File: config.mk
export PLATFORM = sky130hd
export DESIGN_NAME = core_frontend
export DESIGN_NICKNAME = d
export VERILOG_FILES = /design/src/common/core_pkg.sv /design/src/decode/inst_decode.sv /design/src/frontend/fetch_buffer.sv /design/src/frontend/inst_fetch.sv /design/src/logic/core_frontend.sv
export SDC_FILE = /design/constraint.sdc
export NUM_CORES = 2
export LEC_CHECK = 0
export BUFFER_PORTS_ARGS = -buffer_cell sky130_fd_sc_hd__buf_2
export CORE_ASPECT_RATIO = 0.75
export CORE_MARGIN = 8
export CORE_UTILIZATION = 49
export DETAILED_ROUTE_END_ITERATION = 7
export GPL_ROUTABILITY_DRIVEN = 0
export PLACE_DENSITY = 0.72
export SETUP_SLACK_MARGIN = 0.05
export SKIP_LAST_GASP = 1
export SYNTH_ARGS = -nofsm -noshare
export SYNTH_HDL_FRONTEND = slang
export SYNTH_HIERARCHICAL = 1
export SYNTH_SLANG_ARGS = --single-unit
File: constraint.sdc
create_clock -name clock -period 16.33 [get_ports clock]
set_input_delay 0.8165 -clock clock [delete_from_list [all_inputs] [get_ports clock]]
set_output_delay 0.8165 -clock clock [all_outputs]
set_load 0.1 [all_outputs]
File: src/common/core_pkg.sv
// ####################
// shared sizes and types of the RV32I front end
// FB_PTR_W must equal log2(FB_DEPTH); a line holds FETCH_WIDTH words
// ####################

package core_pkg;

  localparam int XLEN         = 32;
  localparam int FETCH_WIDTH  = 4;
  localparam int DECODE_WIDTH = 4;
  localparam int FB_DEPTH     = 16;
  localparam int FB_PTR_W     = 4;
  localparam int LINE_BYTES   = FETCH_WIDTH * 4;
  localparam int POP_W        = $clog2(DECODE_WIDTH + 1);

  typedef logic [XLEN-1:0]           addr_t;
  typedef logic [31:0]               inst_t;
  typedef logic [4:0]                reg_idx_t;
  typedef logic [FETCH_WIDTH*32-1:0] line_t;
  typedef logic [6:0]                opcode_t;

  localparam addr_t RESET_PC = '0;

  // rv32i major opcodes
  localparam opcode_t OPC_LUI      = 7'b0110111;
  localparam opcode_t OPC_AUIPC    = 7'b0010111;
  localparam opcode_t OPC_JAL      = 7'b1101111;
  localparam opcode_t OPC_JALR     = 7'b1100111;
  localparam opcode_t OPC_BRANCH   = 7'b1100011;
  localparam opcode_t OPC_LOAD     = 7'b0000011;
  localparam opcode_t OPC_STORE    = 7'b0100011;
  localparam opcode_t OPC_OP_IMM   = 7'b0010011;
  localparam opcode_t OPC_OP       = 7'b0110011;
  localparam opcode_t OPC_MISC_MEM = 7'b0001111;
  localparam opcode_t OPC_SYSTEM   = 7'b1110011;

  typedef enum logic [2:0] {
    uop_alu,
    uop_branch,
    uop_load,
    uop_store,
    uop_system,
    uop_illegal
  } uop_type_t;

  typedef struct packed {
    addr_t pc;
    inst_t inst;
  } fb_entry_t;

  // type is a keyword, hence uop_type
  typedef struct packed {
    addr_t           pc;
    inst_t           inst;
    uop_type_t       uop_type;
    reg_idx_t        rd;
    reg_idx_t        rs1;
    reg_idx_t        rs2;
    logic            rd_valid;
    logic [XLEN-1:0] imm;
  } micro_op_t;

endpackage

File: src/decode/inst_decode.sv
// ####################
// four RV32I decode lanes with an output register
// decode_stall holds the outputs and pops nothing
// ####################

module inst_decode (
  input  logic                                           clock,
  input  logic                                           reset,
  input  core_pkg::fb_entry_t [core_pkg::DECODE_WIDTH-1:0] fb_insts,
  input  logic [core_pkg::DECODE_WIDTH-1:0]              fb_valid,
  input  logic                                           decode_stall,
  output logic [core_pkg::POP_W-1:0]                     pop_count,
  output core_pkg::micro_op_t [core_pkg::DECODE_WIDTH-1:0] uops,
  output logic [core_pkg::DECODE_WIDTH-1:0]              uop_valid
);

  import core_pkg::*;

  micro_op_t [DECODE_WIDTH-1:0] dec_uops;

  function automatic logic [XLEN-1:0] imm_i(inst_t w);
    return {{20{w[31]}}, w[31:20]};
  endfunction

  function automatic logic [XLEN-1:0] imm_s(inst_t w);
    return {{20{w[31]}}, w[31:25], w[11:7]};
  endfunction

  function automatic logic [XLEN-1:0] imm_b(inst_t w);
    return {{19{w[31]}}, w[31], w[7], w[30:25], w[11:8], 1'b0};
  endfunction

  function automatic logic [XLEN-1:0] imm_u(inst_t w);
    return {w[31:12], 12'b0};
  endfunction

  function automatic logic [XLEN-1:0] imm_j(inst_t w);
    return {{11{w[31]}}, w[31], w[19:12], w[20], w[30:21], 1'b0};
  endfunction

  function automatic micro_op_t decode_one(fb_entry_t ent);
    micro_op_t u;
    opcode_t   opc;
    logic      is_jump;
    opc      = ent.inst[6:0];
    is_jump  = (opc == OPC_JAL) || (opc == OPC_JALR);
    u.pc     = ent.pc;
    u.inst   = ent.inst;
    u.rd     = ent.inst[11:7];
    u.rs1    = ent.inst[19:15];
    u.rs2    = ent.inst[24:20];
    u.imm    = '0;
    u.uop_type = uop_illegal;
    case (opc)
      OPC_OP:       u.uop_type = uop_alu;
      OPC_OP_IMM: begin
        u.uop_type = uop_alu;
        u.imm      = imm_i(ent.inst);
      end
      OPC_LUI, OPC_AUIPC: begin
        u.uop_type = uop_alu;
        u.imm      = imm_u(ent.inst);
      end
      OPC_BRANCH: begin
        u.uop_type = uop_branch;
        u.imm      = imm_b(ent.inst);
      end
      OPC_JAL: begin
        u.uop_type = uop_branch;
        u.imm      = imm_j(ent.inst);
      end
      OPC_JALR: begin
        u.uop_type = uop_branch;
        u.imm      = imm_i(ent.inst);
      end
      OPC_LOAD: begin
        u.uop_type = uop_load;
        u.imm      = imm_i(ent.inst);
      end
      OPC_STORE: begin
        u.uop_type = uop_store;
        u.imm      = imm_s(ent.inst);
      end
      OPC_SYSTEM, OPC_MISC_MEM: begin
        u.uop_type = uop_system;
        u.imm      = imm_i(ent.inst);
      end
      default: ;
    endcase
    // conditional branches and system ops never write rd here
    u.rd_valid = (u.rd != '0) &&
                 (u.uop_type == uop_alu || u.uop_type == uop_load || is_jump);
    return u;
  endfunction

  always_comb begin
    for (int k = 0; k < DECODE_WIDTH; k++) begin
      dec_uops[k] = decode_one(fb_insts[k]);
    end
  end

  // lanes are contiguous so the pop is a plain count
  always_comb begin
    pop_count = '0;
    if (!decode_stall) begin
      for (int k = 0; k < DECODE_WIDTH; k++) begin
        if (fb_valid[k]) begin
          pop_count = pop_count + POP_W'(1);
        end
      end
    end
  end

  always_ff @(posedge clock) begin
    if (reset) begin
      uop_valid <= '0;
    end else if (!decode_stall) begin
      uop_valid <= fb_valid;
    end
  end

  always_ff @(posedge clock) begin
    if (!decode_stall) begin
      uops <= dec_uops;
    end
  end

  for (genvar k = 0; k < DECODE_WIDTH; k++) begin : g_chk
    a_store_no_rd: assert property (
      @(posedge clock) disable iff (reset)
      uop_valid[k] |-> !(uops[k].rd_valid && uops[k].uop_type == uop_store)
    ) else $error("lane %0d store with rd_valid at pc %h", k, uops[k].pc);
  end

endmodule

File: src/frontend/fetch_buffer.sv
// ####################
// 16-entry circular queue, one full packet in, up to four out
// fb_full leaves room for one packet already in flight
// ####################

module fetch_buffer (
  input  logic                                           clock,
  input  logic                                           reset,
  input  core_pkg::fb_entry_t [core_pkg::FETCH_WIDTH-1:0]  fetch_insts,
  input  logic                                           fetch_valid,
  input  logic [core_pkg::POP_W-1:0]                     pop_count,
  output core_pkg::fb_entry_t [core_pkg::DECODE_WIDTH-1:0] fb_insts,
  output logic [core_pkg::DECODE_WIDTH-1:0]              fb_valid,
  output logic                                           fb_full
);

  import core_pkg::*;

  fb_entry_t               mem [FB_DEPTH];
  logic [FB_PTR_W-1:0]     head;
  logic [FB_PTR_W-1:0]     tail;
  logic [FB_PTR_W:0]       count;
  logic [FB_PTR_W:0]       free_slots;
  logic [FB_PTR_W:0]       push_n;

  assign free_slots = (FB_PTR_W + 1)'(FB_DEPTH) - count;
  assign push_n     = fetch_valid ? (FB_PTR_W + 1)'(FETCH_WIDTH) : '0;

  // one packet may still land after fetch sees this
  assign fb_full = free_slots < (FB_PTR_W + 1)'(2 * FETCH_WIDTH);

  always_ff @(posedge clock) begin
    if (reset) begin
      head  <= '0;
      tail  <= '0;
      count <= '0;
    end else begin
      head  <= head + FB_PTR_W'(pop_count);
      count <= count + push_n - (FB_PTR_W + 1)'(pop_count);
      if (fetch_valid) begin
        tail <= tail + FB_PTR_W'(FETCH_WIDTH);
      end
    end
  end

  // pointers wrap at the depth
  always_ff @(posedge clock) begin
    if (fetch_valid) begin
      for (int k = 0; k < FETCH_WIDTH; k++) begin
        mem[tail + FB_PTR_W'(k)] <= fetch_insts[k];
      end
    end
  end

  // oldest entries, valid bits contiguous from lane 0
  always_comb begin
    for (int k = 0; k < DECODE_WIDTH; k++) begin
      fb_insts[k] = mem[head + FB_PTR_W'(k)];
      fb_valid[k] = count > (FB_PTR_W + 1)'(k);
    end
  end

  a_no_overflow: assert property (
    @(posedge clock) disable iff (reset)
    fetch_valid |-> free_slots >= (FB_PTR_W + 1)'(FETCH_WIDTH)
  ) else $error("packet written with only %0d free entries", free_slots);

  a_no_underflow: assert property (
    @(posedge clock) disable iff (reset)
    (FB_PTR_W + 1)'(pop_count) <= count
  ) else $error("pop of %0d with occupancy %0d", pop_count, count);

endmodule

File: src/frontend/inst_fetch.sv
// ####################
// sequential fetch only, no redirect or flush
// cache data must belong to icache_addr while icache_data_valid is high
// ####################

module inst_fetch (
  input  logic                                          clock,
  input  logic                                          reset,
  input  core_pkg::line_t                               icache_data,
  input  logic                                          icache_data_valid,
  input  logic                                          fb_full,
  output core_pkg::addr_t                               icache_addr,
  output core_pkg::fb_entry_t [core_pkg::FETCH_WIDTH-1:0] fetch_insts,
  output logic                                          fetch_valid
);

  import core_pkg::*;

  logic accept;

  assign accept = icache_data_valid && !fb_full;

  // pc doubles as the cache request address
  always_ff @(posedge clock) begin
    if (reset) begin
      icache_addr <= RESET_PC;
      fetch_valid <= 1'b0;
    end else begin
      fetch_valid <= accept;
      if (accept) begin
        icache_addr <= icache_addr + addr_t'(LINE_BYTES);
      end
    end
  end

  // slot k gets word k of the line
  always_ff @(posedge clock) begin
    if (accept) begin
      for (int k = 0; k < FETCH_WIDTH; k++) begin
        fetch_insts[k].pc   <= icache_addr + addr_t'(4 * k);
        fetch_insts[k].inst <= icache_data[32*k +: 32];
      end
    end
  end

  a_line_aligned: assert property (
    @(posedge clock) disable iff (reset)
    icache_addr[$clog2(LINE_BYTES)-1:0] == '0
  ) else $error("icache_addr not line aligned: %h", icache_addr);

endmodule

File: src/logic/core_frontend.sv
// ####################
// fetch, fetch buffer and decode in order
// decode_stall is the only back-pressure from downstream
// ####################

module core_frontend (
  input  logic                                           clock,
  input  logic                                           reset,
  input  core_pkg::line_t                                icache_data,
  input  logic                                           icache_data_valid,
  input  logic                                           decode_stall,
  output core_pkg::addr_t                                icache_addr,
  output core_pkg::micro_op_t [core_pkg::DECODE_WIDTH-1:0] uops,
  output logic [core_pkg::DECODE_WIDTH-1:0]              uop_valid
);

  import core_pkg::*;

  fb_entry_t [FETCH_WIDTH-1:0]  fetch_insts;
  logic                         fetch_valid;
  logic                         fb_full;
  fb_entry_t [DECODE_WIDTH-1:0] fb_insts;
  logic [DECODE_WIDTH-1:0]      fb_valid;
  logic [POP_W-1:0]             pop_count;

  inst_fetch u_inst_fetch (
    .clock             (clock),
    .reset             (reset),
    .icache_data       (icache_data),
    .icache_data_valid (icache_data_valid),
    .fb_full           (fb_full),
    .icache_addr       (icache_addr),
    .fetch_insts       (fetch_insts),
    .fetch_valid       (fetch_valid)
  );

  fetch_buffer u_fetch_buffer (
    .clock       (clock),
    .reset       (reset),
    .fetch_insts (fetch_insts),
    .fetch_valid (fetch_valid),
    .pop_count   (pop_count),
    .fb_insts    (fb_insts),
    .fb_valid    (fb_valid),
    .fb_full     (fb_full)
  );

  inst_decode u_inst_decode (
    .clock        (clock),
    .reset        (reset),
    .fb_insts     (fb_insts),
    .fb_valid     (fb_valid),
    .decode_stall (decode_stall),
    .pop_count    (pop_count),
    .uops         (uops),
    .uop_valid    (uop_valid)
  );

endmodule

==> run summary <==
STA
------------------------------------------------------------------------------------------
Min Tclk post-route .........................................................      7.88 ns
Period Utilization, post-route ..............................................        48.3%
Final worst-path setup slack ................................................      8.45 ns
Final setup TNS .............................................................         0 ns
Number of pins with negative max-slew slack in the final report .............            0
Final hold violation count ..................................................            0
Count of final setup violators ..............................................            0
Setup repair after global routing missed its margin .........................        false
Relative slew slack .........................................................        1.64%
Max Fclk ....................................................................      127 MHz
Slew at the pin with the worst max-slew slack ...............................      1.46 ns
Fin Clk Skew ................................................................    0.0419 ns

CRITICAL PATH
------------------------------------------------------------------------------------------
Kind of end point of the critical path ......................................         flop
CP Buf/Inv Count ............................................................            6
Data required time at the worst endpoint ....................................     17.00 ns
Stage delay of the slowest cell on the critical path ........................      1.12 ns
Type of origin of the critical path .........................................         flop
Crit path kind ..............................................................      reg2reg
Arrival time at the worst endpoint ..........................................      8.55 ns
Launching element of the worst setup path ................................... u_fetch_buffer/head[1]
Most used cell, CP .......................................................... sky130_fd_sc_hd__buf_4
Family of cells with the greatest summed delay on the critical path ......... buffers and inverters
CP Max Fanout ...............................................................           49
Slowest cell on the critical path ........................................... sky130_fd_sc_hd__o21ai_0
Worst R2R Path Depth ........................................................           13
Launch point of the worst reg-to-reg path ................................... u_fetch_buffer/head[1]
Ordered list of cells on the worst path ..................................... inv_4 > buf_4 > ha_4 > buf_4 > buf_4 > buf_4 > mux4_2 > o21ai_0 > buf_4 > and3_1 > a21oi_1 > nor4b_1 > a211o_1
Instance count on the critical path .........................................           13

LAYOUT
------------------------------------------------------------------------------------------
Filler cell count ...........................................................       13,159
Multi-input logic area ......................................................   0.0319 mm²
Ratio of cells with drive above 1 in the final layout .......................        33.2%
Post-layout nets ............................................................        5,639
Summed area of non-filler cells in the final layout .........................   0.0928 mm²
Register area ...............................................................   0.0483 mm²
Layout Area Growth over Synthesis ...........................................        11.6%
Commonest non-fill, non-tap cell in the layout .............................. sky130_fd_sc_hd__edfxtp_1
Most frequent cells in the layout ........................................... sky130_fd_sc_hd__edfxtp_1 (1,580), sky130_fd_sc_hd__mux4_2 (770), sky130_fd_sc_hd__buf_2 (623)

FLOORPLANNING
------------------------------------------------------------------------------------------
Floorplan core area .........................................................    0.169 mm²
Total die area ..............................................................    0.183 mm²
Number of standard-cell rows in the floorplan ...............................          131
Vertical die dimension ......................................................       373 µm
Chip width ..................................................................       492 µm
Initial Utilization .........................................................        49.1%
Count of boundary I/O pins ..................................................          628

SYNTH
------------------------------------------------------------------------------------------
Leading cell types by total area after synthesis ............................ sky130_fd_sc_hd__edfxtp_1 (57%), sky130_fd_sc_hd__mux4_2 (21%), sky130_fd_sc_hd__mux2i_1 (6.9%), sky130_fd_sc_hd__nand2_1 (2.6%), sky130_fd_sc_hd__buf_4 (1.9%)
Netlist area before placement ...............................................   0.0832 mm²
Dominant synthesized flop cell .............................................. sky130_fd_sc_hd__edfxtp_1
Number of distinct standard cells referenced by the synthesized netlist .....           85
Dominant cell type by area after synthesis .................................. sky130_fd_sc_hd__edfxtp_1
EDFF count, synth ...........................................................        1,580
Synth top area share ........................................................        57.1%
Total of warnings raised by yosys ...........................................            6
Async SR Flop Fraction ......................................................           0%
Post-synthesis average cell area ............................................     16.3 µm²
Proportion of synthesized chip area in sequential cells .....................        58.1%
Count of mapped cells out of synthesis ......................................        5,091
Synthesis-stage register bit count ..........................................        1,624

CLOCK NETWORK
------------------------------------------------------------------------------------------
Clock tree buffer depth .....................................................            3
Number of CTS-inserted buffers ..............................................          165
Worst-Skew Late Latency .....................................................      0.82 ns
CTS root buf ................................................................ sky130_fd_sc_hd__clkbuf_16
Post-CTS repair timing setup buffer count ...................................            0
Clock tree from TritonCTS ...................................................        built
Clock edge transition at the registers on the reported setup and hold paths .      0.06 ns
# resized after CTS .........................................................            0
Number of clock sinks .......................................................        1,624
Hold buffers post-CTS .......................................................            0
Clock H-tree levels .........................................................            4

OUTCOME
------------------------------------------------------------------------------------------
Run status .................................................................. complete, no violations

GRT
------------------------------------------------------------------------------------------
First-pass GRT wire length ..................................................   351,000 µm
Number of global-route vias before repair ...................................       50,852
Overall Global Routing Usage ................................................        25.5%
Initial antenna violation count .............................................           14
Largest net degree at the start of global routing ...........................          142
Remaining global-route overflow .............................................            0

PLACEMENT
------------------------------------------------------------------------------------------
Buffers added on ports ......................................................          623
Placed standard-cell area ...................................................   0.0874 mm²
HPWL reported at the end of detailed placement ..............................   156,000 µm
DP Worst Slack ..............................................................      8.65 ns

JOB
------------------------------------------------------------------------------------------
MaxCap Viol Count ...........................................................            0

DRT
------------------------------------------------------------------------------------------
WL per Instance .............................................................      30.7 µm
Via Count ...................................................................       51,607
Total length of routed wires ................................................   242,000 µm
DRT Pass-1 Iters ............................................................            6
Iteration-0 DRC Markers .....................................................        6,501
Post-route ant nets .........................................................            0
Detailed-route DRC error count ..............................................            0
DR vias/cell ................................................................         6.54

WORST HOLD PATH
------------------------------------------------------------------------------------------
Hold Path Cell Cnt ..........................................................            1
Type of the most critical hold path .........................................       in2reg
Hold path startpoint ........................................................ icache_data[17]

[per-stage QoR]
step,hold slack (ns),utilization (%),std cells
finish,0.169,54.8,7889
global route,0.122,54.8,7885
CTS,0.110,54.8,7883
detailed placement,0.483,51.6,7576
global placement,0.470,51.6,7576
floorplan,0.459,-,5109
[path summary, 6_finish.rpt]
kind	endpoint	slack [ns]
worst max-delay path	u_inst_decode/uops[241]	8.45
worst min-delay path	u_inst_fetch/fetch_insts[17]	0.17
worst max register to register	u_inst_decode/uops[241]	8.45
worst min register to register	u_fetch_buffer/mem[0][28]	0.47
[kinds of logic (layout without fill, tap and decap cells)]
group	Yosys count	in the layout	synth area share (%)
multiplexers	1365	1365	28.0
other	2	26	0.00903
XOR/XNOR	27	27	0.311
AO/OA/AOI/OAI	478	478	3.65
AND/OR/NAND/NOR	1000	1000	5.59
flip-flops	1624	1624	58.1
adder cells (fa/ha/maj)	26	26	0.417
buffers and inverters	569	1082	3.86
[area by class of cell]
type                            instances  area share [%]
Tap cell                             2261            3.05
Timing Repair Buffer                  745            4.46
Clock inverter                        104            1.11
Antenna cell                            6          0.0162
Inverter                               30           0.146
Sequential cell                      1624            52.1
Clock buffer                          203            4.71
Multi-Input combinational cell       2916            34.4
[cells in the mapped netlist, drive strengths merged (29+ instances only)]
master	instances
edfxtp	1580
and2	45
a21o	57
nand3	110
nand2	567
a211oi	45
o21ai	119
a22oi	49
nor2	65
a21oi	141
buf	418
inv	30
nand4	29
clkbuf	121
nor2b	56
dfxtp	44
mux4	770
mux2i	572
and3	54
[metal layers]
layer / track usage, % / vias to the layer above / wire, µm
met5: 0 / - / 24
met4: 9.52 / 4 / 9850
met3: 6.56 / 542 / 26300
met2: 39.8 / 3250 / 112000
met1: 34.9 / 26559 / 93600
li1: - / 21252 / -
[flip-flops by register name, summed over array words and instances (netlist names)]
| register | count |
|---|---|
| u_fetch_buffer/mem | 1024 |
| u_inst_decode/uop_valid | 4 |
| u_inst_fetch/fetch_insts | 156 |
| u_fetch_buffer/head | 4 |
| u_inst_decode/uops | 400 |
| u_fetch_buffer/count | 5 |
| u_fetch_buffer/tail | 2 |
| u_inst_fetch/fetch_valid | 1 |
| u_inst_fetch/icache_addr | 28 |
Power is not shown: default switching activity piles up to over one toggle a cycle in this logic, so the estimate is an artifact.
